===== src/hdl/ntm_log_pkg.sv =====
/* Whole design runs at one fixed operand width set here.
   Exponent count covers every power of two up to DATA_SIZE. */

package ntm_log_pkg;

  ////////////////////////////////////////
  // Widths and constants
  ////////////////////////////////////////

  // Operand, modulus, size and result width
  localparam int DATA_SIZE = 32;

  // Exponent count width
  localparam int CNT_SIZE = 6;

  // Smallest base with a meaningful logarithm
  localparam logic [DATA_SIZE-1:0] MIN_BASE = 2;

  // Unit steps for counters
  localparam logic [DATA_SIZE-1:0] ONE     = 1;
  localparam logic [CNT_SIZE-1:0]  CNT_ONE = 1;

  ////////////////////////////////////////
  // State encodings
  ////////////////////////////////////////

  typedef enum logic [1:0] {
    SEQ_IDLE  = 2'd0,
    SEQ_INPUT = 2'd1,
    SEQ_WAIT  = 2'd2
  } seq_state_t;

  typedef enum logic {
    SRCH_IDLE = 1'b0,
    SRCH_BUSY = 1'b1
  } srch_state_t;

  typedef enum logic {
    RED_IDLE = 1'b0,
    RED_BUSY = 1'b1
  } red_state_t;

  // Zero argument or base below two yields exponent 0
  function automatic logic log_is_special(input logic [DATA_SIZE-1:0] a,
                                          input logic [DATA_SIZE-1:0] b);
    return (a == '0) || (b < MIN_BASE);
  endfunction

endpackage

===== src/hdl/ntm_logarithm_top.sv =====
/* One element in flight at a time and no back-pressure.
   Strobes outside the input phase are dropped. */

module ntm_logarithm_top (
  input  logic                              CLK,
  input  logic                              RST,
  input  logic                              START,
  input  logic [ntm_log_pkg::DATA_SIZE-1:0] SIZE_IN,
  input  logic [ntm_log_pkg::DATA_SIZE-1:0] MODULO_IN,
  input  logic [ntm_log_pkg::DATA_SIZE-1:0] DATA_A_IN,
  input  logic                              DATA_A_IN_ENABLE,
  input  logic [ntm_log_pkg::DATA_SIZE-1:0] DATA_B_IN,
  input  logic                              DATA_B_IN_ENABLE,
  output logic [ntm_log_pkg::DATA_SIZE-1:0] DATA_OUT,
  output logic                              DATA_OUT_ENABLE,
  output logic                              READY
);

  ////////////////////////////////////////
  // Stage links
  ////////////////////////////////////////

  // Sequencer to search
  logic                              search_start;
  logic [ntm_log_pkg::DATA_SIZE-1:0] arg;
  logic [ntm_log_pkg::DATA_SIZE-1:0] base;
  logic [ntm_log_pkg::DATA_SIZE-1:0] modulus;

  // Search to reducer
  logic                              search_done;
  logic [ntm_log_pkg::CNT_SIZE-1:0]  exponent;

  // Reducer back to sequencer
  logic                              reduce_done;
  logic [ntm_log_pkg::CNT_SIZE-1:0]  residue;

  // Stage 1 operand capture and element count
  ntm_vector_logarithm seq_i (
    .CLK              (CLK),
    .RST              (RST),
    .START            (START),
    .SIZE_IN          (SIZE_IN),
    .MODULO_IN        (MODULO_IN),
    .DATA_A_IN        (DATA_A_IN),
    .DATA_A_IN_ENABLE (DATA_A_IN_ENABLE),
    .DATA_B_IN        (DATA_B_IN),
    .DATA_B_IN_ENABLE (DATA_B_IN_ENABLE),
    .reduce_done      (reduce_done),
    .residue          (residue),
    .search_start     (search_start),
    .arg              (arg),
    .base             (base),
    .modulus          (modulus),
    .DATA_OUT         (DATA_OUT),
    .DATA_OUT_ENABLE  (DATA_OUT_ENABLE),
    .READY            (READY)
  );

  // Stage 2 exponent search
  ntm_exponent_search srch_i (
    .CLK          (CLK),
    .RST          (RST),
    .search_start (search_start),
    .arg          (arg),
    .base         (base),
    .search_done  (search_done),
    .exponent     (exponent)
  );

  // Stage 3 reduction, started by the search pulse
  ntm_modular_reducer red_i (
    .CLK         (CLK),
    .RST         (RST),
    .search_done (search_done),
    .exponent    (exponent),
    .modulus     (modulus),
    .reduce_done (reduce_done),
    .residue     (residue)
  );

endmodule


===== src/hdl/ntm_vector_logarithm.sv =====
/* START honoured only when idle and SIZE_IN of 0 runs one element.
   MODULO_IN is sampled in the launch cycle of each element. */

module ntm_vector_logarithm (
  input  logic                              CLK,
  input  logic                              RST,
  input  logic                              START,
  input  logic [ntm_log_pkg::DATA_SIZE-1:0] SIZE_IN,
  input  logic [ntm_log_pkg::DATA_SIZE-1:0] MODULO_IN,
  input  logic [ntm_log_pkg::DATA_SIZE-1:0] DATA_A_IN,
  input  logic                              DATA_A_IN_ENABLE,
  input  logic [ntm_log_pkg::DATA_SIZE-1:0] DATA_B_IN,
  input  logic                              DATA_B_IN_ENABLE,
  input  logic                              reduce_done,
  input  logic [ntm_log_pkg::CNT_SIZE-1:0]  residue,
  output logic                              search_start,
  output logic [ntm_log_pkg::DATA_SIZE-1:0] arg,
  output logic [ntm_log_pkg::DATA_SIZE-1:0] base,
  output logic [ntm_log_pkg::DATA_SIZE-1:0] modulus,
  output logic [ntm_log_pkg::DATA_SIZE-1:0] DATA_OUT,
  output logic                              DATA_OUT_ENABLE,
  output logic                              READY
);

  ////////////////////////////////////////
  // Sequencer state
  ////////////////////////////////////////

  ntm_log_pkg::seq_state_t           state_q;

  // Element index and latched vector length
  logic [ntm_log_pkg::DATA_SIZE-1:0] index_q;
  logic [ntm_log_pkg::DATA_SIZE-1:0] size_q;

  // Operand seen flags for the current element
  logic                              a_seen_q;
  logic                              b_seen_q;

  logic                              launch;
  logic                              take_ops;
  logic                              last_elem;

  // Both operands registered, element goes out next edge
  assign launch = (state_q == ntm_log_pkg::SEQ_INPUT) && a_seen_q && b_seen_q;

  // Strobes land while still collecting
  assign take_ops = (state_q == ntm_log_pkg::SEQ_INPUT) && !launch;

  assign last_elem = (index_q == (size_q - ntm_log_pkg::ONE));

  ////////////////////////////////////////
  // Control path
  ////////////////////////////////////////

  always_ff @(posedge CLK or posedge RST) begin
    if (RST) begin
      state_q         <= ntm_log_pkg::SEQ_IDLE;
      index_q         <= '0;
      size_q          <= ntm_log_pkg::ONE;
      a_seen_q        <= 1'b0;
      b_seen_q        <= 1'b0;
      search_start    <= 1'b0;
      DATA_OUT        <= '0;
      DATA_OUT_ENABLE <= 1'b0;
      READY           <= 1'b0;
    end else begin
      // Pulses default low
      search_start    <= 1'b0;
      DATA_OUT_ENABLE <= 1'b0;
      READY           <= 1'b0;

      case (state_q)
        ntm_log_pkg::SEQ_IDLE: begin
          if (START) begin
            // Empty vector still produces one result
            size_q   <= (SIZE_IN == '0) ? ntm_log_pkg::ONE : SIZE_IN;
            index_q  <= '0;
            a_seen_q <= 1'b0;
            b_seen_q <= 1'b0;
            state_q  <= ntm_log_pkg::SEQ_INPUT;
          end
        end

        ntm_log_pkg::SEQ_INPUT: begin
          if (launch) begin
            search_start <= 1'b1;
            a_seen_q     <= 1'b0;
            b_seen_q     <= 1'b0;
            state_q      <= ntm_log_pkg::SEQ_WAIT;
          end else begin
            // Either order, or both at once
            if (DATA_A_IN_ENABLE) begin
              a_seen_q <= 1'b1;
            end
            if (DATA_B_IN_ENABLE) begin
              b_seen_q <= 1'b1;
            end
          end
        end

        ntm_log_pkg::SEQ_WAIT: begin
          // Reducer finished this element
          if (reduce_done) begin
            DATA_OUT <= {{(ntm_log_pkg::DATA_SIZE - ntm_log_pkg::CNT_SIZE){1'b0}},
                         residue};
            DATA_OUT_ENABLE <= 1'b1;
            if (last_elem) begin
              READY   <= 1'b1;
              state_q <= ntm_log_pkg::SEQ_IDLE;
            end else begin
              index_q <= index_q + ntm_log_pkg::ONE;
              state_q <= ntm_log_pkg::SEQ_INPUT;
            end
          end
        end

        default: begin
          state_q <= ntm_log_pkg::SEQ_IDLE;
        end
      endcase
    end
  end

  ////////////////////////////////////////
  // Operand registers
  ////////////////////////////////////////

  // Later strobe of the same operand overwrites
  always_ff @(posedge CLK) begin
    if (take_ops && DATA_A_IN_ENABLE) begin
      arg <= DATA_A_IN;
    end
    if (take_ops && DATA_B_IN_ENABLE) begin
      base <= DATA_B_IN;
    end
    // Modulus held for the whole element
    if (launch) begin
      modulus <= MODULO_IN;
    end
  end

endmodule


===== src/hdl/ntm_modular_reducer.sv =====
/* Repeated subtraction, quotient+1 cycles; modulus 0 passes through.
   Modulus must stay stable until reduce_done. */

module ntm_modular_reducer (
  input  logic                              CLK,
  input  logic                              RST,
  input  logic                              search_done,
  input  logic [ntm_log_pkg::CNT_SIZE-1:0]  exponent,
  input  logic [ntm_log_pkg::DATA_SIZE-1:0] modulus,
  output logic                              reduce_done,
  output logic [ntm_log_pkg::CNT_SIZE-1:0]  residue
);

  ////////////////////////////////////////
  // Reducer state
  ////////////////////////////////////////

  ntm_log_pkg::red_state_t           state_q;
  logic [ntm_log_pkg::CNT_SIZE-1:0]  value_q;

  // Count width views for compare at full modulus width
  logic [ntm_log_pkg::DATA_SIZE-1:0] exp_wide;
  logic [ntm_log_pkg::DATA_SIZE-1:0] val_wide;
  logic [ntm_log_pkg::CNT_SIZE-1:0]  mod_low;

  logic                              bypass;
  logic                              more;

  assign exp_wide = {{(ntm_log_pkg::DATA_SIZE - ntm_log_pkg::CNT_SIZE){1'b0}}, exponent};
  assign val_wide = {{(ntm_log_pkg::DATA_SIZE - ntm_log_pkg::CNT_SIZE){1'b0}}, value_q};

  // Modulus fits the count width whenever a subtraction happens
  assign mod_low = modulus[ntm_log_pkg::CNT_SIZE-1:0];

  // No reduction or already reduced
  assign bypass = (modulus == '0) || (exp_wide < modulus);
  assign more   = (val_wide >= modulus);

  ////////////////////////////////////////
  // Control path
  ////////////////////////////////////////

  always_ff @(posedge CLK or posedge RST) begin
    if (RST) begin
      state_q     <= ntm_log_pkg::RED_IDLE;
      reduce_done <= 1'b0;
    end else begin
      reduce_done <= 1'b0;
      if (search_done) begin
        if (bypass) begin
          reduce_done <= 1'b1;
        end else begin
          state_q <= ntm_log_pkg::RED_BUSY;
        end
      end else if ((state_q == ntm_log_pkg::RED_BUSY) && !more) begin
        reduce_done <= 1'b1;
        state_q     <= ntm_log_pkg::RED_IDLE;
      end
    end
  end

  ////////////////////////////////////////
  // Datapath
  ////////////////////////////////////////

  always_ff @(posedge CLK) begin
    if (search_done) begin
      // First subtraction taken on the start pulse
      value_q <= exponent - mod_low;
      if (bypass) begin
        residue <= exponent;
      end
    end else if (state_q == ntm_log_pkg::RED_BUSY) begin
      if (more) begin
        value_q <= value_q - mod_low;
      end else begin
        residue <= value_q;
      end
    end
  end

endmodule


===== src/hdl/ntm_exponent_search.sv =====
/* Finds floor(log_base arg) one multiply per cycle, exponent+1 cycles.
   Inputs are captured on search_start and must not change the protocol. */

module ntm_exponent_search (
  input  logic                              CLK,
  input  logic                              RST,
  input  logic                              search_start,
  input  logic [ntm_log_pkg::DATA_SIZE-1:0] arg,
  input  logic [ntm_log_pkg::DATA_SIZE-1:0] base,
  output logic                              search_done,
  output logic [ntm_log_pkg::CNT_SIZE-1:0]  exponent
);

  ////////////////////////////////////////
  // Search state
  ////////////////////////////////////////

  ntm_log_pkg::srch_state_t              state_q;

  // Captured operands
  logic [ntm_log_pkg::DATA_SIZE-1:0]     arg_q;
  logic [ntm_log_pkg::DATA_SIZE-1:0]     base_q;

  // Power accumulator, double width so the product never wraps
  logic [2*ntm_log_pkg::DATA_SIZE-1:0]   pow_q;
  logic [2*ntm_log_pkg::DATA_SIZE-1:0]   pow_next;
  logic [ntm_log_pkg::CNT_SIZE-1:0]      cnt_q;

  logic                                  quick;
  logic                                  step_ok;

  // Zero exponent known in the start cycle
  assign quick = ntm_log_pkg::log_is_special(arg, base) || (base > arg);

  // Next power still fits under the argument
  assign pow_next = pow_q * {{ntm_log_pkg::DATA_SIZE{1'b0}}, base_q};
  assign step_ok  = (pow_next <= {{ntm_log_pkg::DATA_SIZE{1'b0}}, arg_q});

  ////////////////////////////////////////
  // Control path
  ////////////////////////////////////////

  always_ff @(posedge CLK or posedge RST) begin
    if (RST) begin
      state_q     <= ntm_log_pkg::SRCH_IDLE;
      search_done <= 1'b0;
    end else begin
      search_done <= 1'b0;
      if (search_start) begin
        if (quick) begin
          search_done <= 1'b1;
        end else begin
          state_q <= ntm_log_pkg::SRCH_BUSY;
        end
      end else if (state_q == ntm_log_pkg::SRCH_BUSY) begin
        // Stop at the first power beyond arg
        if (!step_ok) begin
          search_done <= 1'b1;
          state_q     <= ntm_log_pkg::SRCH_IDLE;
        end
      end
    end
  end

  ////////////////////////////////////////
  // Datapath
  ////////////////////////////////////////

  always_ff @(posedge CLK) begin
    if (search_start) begin
      arg_q  <= arg;
      base_q <= base;
      // Accumulator starts at 1, first multiply folded in here
      pow_q  <= {{ntm_log_pkg::DATA_SIZE{1'b0}}, base};
      cnt_q  <= ntm_log_pkg::CNT_ONE;
      if (quick) begin
        exponent <= '0;
      end
    end else if (state_q == ntm_log_pkg::SRCH_BUSY) begin
      if (step_ok) begin
        pow_q <= pow_next;
        cnt_q <= cnt_q + ntm_log_pkg::CNT_ONE;
      end else begin
        exponent <= cnt_q;
      end
    end
  end

endmodule


===== config.mk =====
export PLATFORM = sky130hd
export DESIGN_NAME = ntm_logarithm_top
export DESIGN_NICKNAME = d
export VERILOG_FILES = /design/src/hdl/ntm_log_pkg.sv /design/src/hdl/ntm_logarithm_top.sv /design/src/hdl/ntm_vector_logarithm.sv /design/src/hdl/ntm_modular_reducer.sv /design/src/hdl/ntm_exponent_search.sv
export SDC_FILE = /design/constraint.sdc
export NUM_CORES = 2
export LEC_CHECK = 0
export ABC_AREA = 1
export ABC_CLOCK_PERIOD_IN_PS = 11200
export BUFFER_PORTS_ARGS = -buffer_cell sky130_fd_sc_hd__buf_2
export CAP_MARGIN = 20
export CELL_PAD_IN_SITES_DETAIL_PLACEMENT = 0
export CELL_PAD_IN_SITES_GLOBAL_PLACEMENT = 1
export CORE_UTILIZATION = 51
export CTS_BUF_LIST = sky130_fd_sc_hd__clkbuf_4 sky130_fd_sc_hd__clkbuf_8
export CTS_CLUSTER_DIAMETER = 60
export CTS_CLUSTER_SIZE = 20
export DETAILED_ROUTE_END_ITERATION = 7
export MAX_ROUTING_LAYER = met4
export PLACE_DENSITY = 0.94
export SLEW_MARGIN = 15
export SYNTH_ARGS = -nofsm -noshare
export SYNTH_HDL_FRONTEND = slang
export SYNTH_SLANG_ARGS = --single-unit

===== constraint.sdc =====
create_clock -name CLK -period 11.2 [get_ports CLK]
set_input_delay 2.24 -clock CLK [delete_from_list [all_inputs] [get_ports CLK]]
set_output_delay 2.24 -clock CLK [all_outputs]
set_load 0.02 [all_outputs]

==> run_results.csv <==
group,metric,value,unit
clock_tree,cts_setup_buffers,0,
clock_tree,clk_latency,0.66,ns
hold_path,hold_class,"flop to flop",
cells_and_area,mostFrequentLayoutCells,"2418 x nand2_1, 2353 x inv_1, 1369 x fa_1",
worst_setup_path,crit_family,"adder cells",
logic_synthesis,synth_top_area_share,0.422,
worst_setup_path,path_max_fanout,43,
logic_synthesis,async_flop_share,0.246,
logic_synthesis,ys_seq_area_frac,0.140,
logic_synthesis,ys_top_cells_by_area,"fa_1 42%, nand2_1 14%, inv_1 14%, edfxtp_1 9.7%, ha_1 4.6%",
die,ios,167,
route,drc,0,
logic_synthesis,yosysWarnings,0,
worst_setup_path,required,11.44,ns
global_route,grt-ovfl-total,0,
route,drt_iter0_markers,4007,
run_status,status,"completed",
cells_and_area,final_common_cell,"nand2_1",
placed_design,io_buffers,140,
clock_tree,cts_resized,0,
global_route,antenna_found_initial,8,
cells_and_area,finalNetCount,9818,
global_route,grt_use_total,0.310,
global_route,grt_pass1_vias,53400,
worst_setup_path,max_stage_delay,0.95,ns
logic_synthesis,synth-edff-count,210,
logic_synthesis,ys_types,54,
die,dieArea,129000,um2
clock_tree,cts_sinks,329,
route,routed_wl,186000,um
logic_synthesis,synthFlopType,"edfxtp_1",
clock_tree,ctsHtreeMaxLevel,2,
worst_setup_path,cp-end-kind,"flop",
route,ant_nets,0,
worst_setup_path,path_depth,38,
route,firstDrtPassIters,5,
die,initial_core_util,0.516,
cells_and_area,drive_above_1_share,0.0512,
logic_synthesis,synth_area,65000,um2
placed_design,dp_hpwl,158000,um
cells_and_area,fillers,11600,
sta,min_period,9.97,ns
sta,setup_viol,0,
worst_setup_path,crit_buf_inv,7,
hold_path,min_delay_path_depth,0,
worst_setup_path,reg2reg_depth,38,
sta,rsz0062_at_grt,"false",
die,rows,130,
sta,worst_pin_slew,1.12,ns
clock_tree,holdBufCountCts,0,
logic_synthesis,ys_ff_latch,329,
route,wl_per_cell,19.1,um
worst_setup_path,crit_top_cell,"fa_1",
die,fp.dieW,359,um
clock_tree,clockBufferDepth,3,
clock_tree,cts_buffers,36,
clock_tree,clk_pin_slew,0.11,ns
sta,drv_slew,0,
clock_tree,cts-root-buf,"clkbuf_8",
route,via_count,50300,
worst_setup_path,cpMaxStageDelayCell,"edfxtp_1",
clock_tree,cts_tree,"yes",
worst_setup_path,crit_path_start_kind,"flop",
logic_synthesis,synth_top_area_cell,"fa_1",
placed_design,gp_congestion,0.982,
sta,tns,0,ns
die,chipHeight,359,um
sta,fmax,100,MHz
global_route,grt_max_degree,82,
logic_synthesis,syn_inst,8142,
worst_setup_path,critical_path_class,"flop to flop",
logic_synthesis,syn_avg_cell_area,7.98,um2
sta,finClkSkew,0.0691,ns
sta,period_share,0.890,
sta,hold_viol_final,0,
global_route,grt_pass1_wl,301000,um
worst_setup_path,arrival,10.21,ns
route,viasPerCell,5.15,
cells_and_area,syn2layout_area_growth,4.76,%
sta,slew_headroom,0.251,
flow_run,maxCapViolations,0,
die,core_area,126000,um2
routing by layer:
metal  GRT usage  share of wire
met4      0.0806          0.027
met2       0.483           0.46
met1       0.428           0.43
met5           -              0
met3      0.0416          0.077
final cells by class:
cell class                      count  area (um2)  share of cell area
Multi-Input combinational cell   5084       45500               0.668
Clock buffer                       43         554             0.00814
Antenna cell                       10        25.0            0.000367
Clock inverter                     23         275             0.00404
Tap cell                         1650        2060              0.0303
Inverter                         2364        8870               0.130
Sequential cell                   329        9100               0.134
Timing Repair Buffer              263        1700              0.0249
synth_stat cells (all sizes together) (48+ instances only):
master / instances
nand2: 2422
inv: 2362
fa: 1369
nor2: 307
clkbuf: 280
ha: 238
edfxtp: 210
nand3: 161
buf: 110
a21oi: 109
xor2: 101
dfrtp: 80
nand4: 64
o21ai: 59
nor3: 48
flip-flops by register name (all words and copies together) (netlist names):
| name | flops |
|---|---|
| srch_i.pow_q | 64 |
| seq_i.base | 32 |
| seq_i.index_q | 32 |
| red_i.residue | 6 |
| seq_i.DATA_OUT_ENABLE | 1 |
| srch_i.arg_q | 32 |
| seq_i.a_seen_q | 1 |
| seq_i.state_q | 2 |
| red_i.value_q | 6 |
| seq_i.modulus | 32 |
| seq_i.DATA_OUT | 6 |
| srch_i.exponent | 6 |
| srch_i.base_q | 32 |
| seq_i.arg | 32 |
| srch_i.search_done | 1 |
| seq_i.b_seen_q | 1 |
| seq_i.search_start | 1 |
| srch_i.state_q | 1 |
| red_i.reduce_done | 1 |
| seq_i.size_q | 32 |
| srch_i.cnt_q | 6 |
| red_i.state_q | 1 |
| seq_i.READY | 1 |
through the flow:
step | worst slack, ns | instance area (um2) | hold WS [ns] | std cells | utilization
after global placement | 1.30 | 67200 | 0.426 | 9689 | 0.533
after floorplan | 2.59 | 65100 | 0.417 | 8167 | -
final | 1.23 | 68100 | 0.430 | 9766 | 0.540
after global routing | 0.465 | 68100 | 0.430 | 9764 | 0.540
after CTS | 1.21 | 68000 | 0.427 | 9755 | 0.540
after detailed placement | 1.26 | 67200 | 0.431 | 9689 | 0.533
worst paths after layout:
| kind | slack, ns | from | end |
|---|---|---|---|
| max | 1.23 | srch_i.base_q[6] | srch_i.pow_q[0] |
| min reg2reg | 0.43 | seq_i.arg[7] | srch_i.arg_q[7] |
| max in group asynchronous | 8.77 | RST | seq_i.index_q[15] |
| min | 0.43 | seq_i.arg[7] | srch_i.arg_q[7] |
| min in group asynchronous | 1.79 | RST | seq_i.index_q[1] |
| max reg2reg | 1.23 | srch_i.base_q[6] | srch_i.pow_q[0] |
logic make-up after synthesis:
kind of cell	after synthesis	share of synthesized area
simple gates	3063	0.188
buf+inv	2754	0.162
fa+ha+maj	1607	0.467
flops	329	0.140
compound gates	217	0.0185
xor+xnor	143	0.0193
mux	28	0.00485
other cells	1	0.0000577
Power is left out: the tool's default activity adds up to more than one toggle a clock period on the data nets, which glitch-free logic cannot reach.
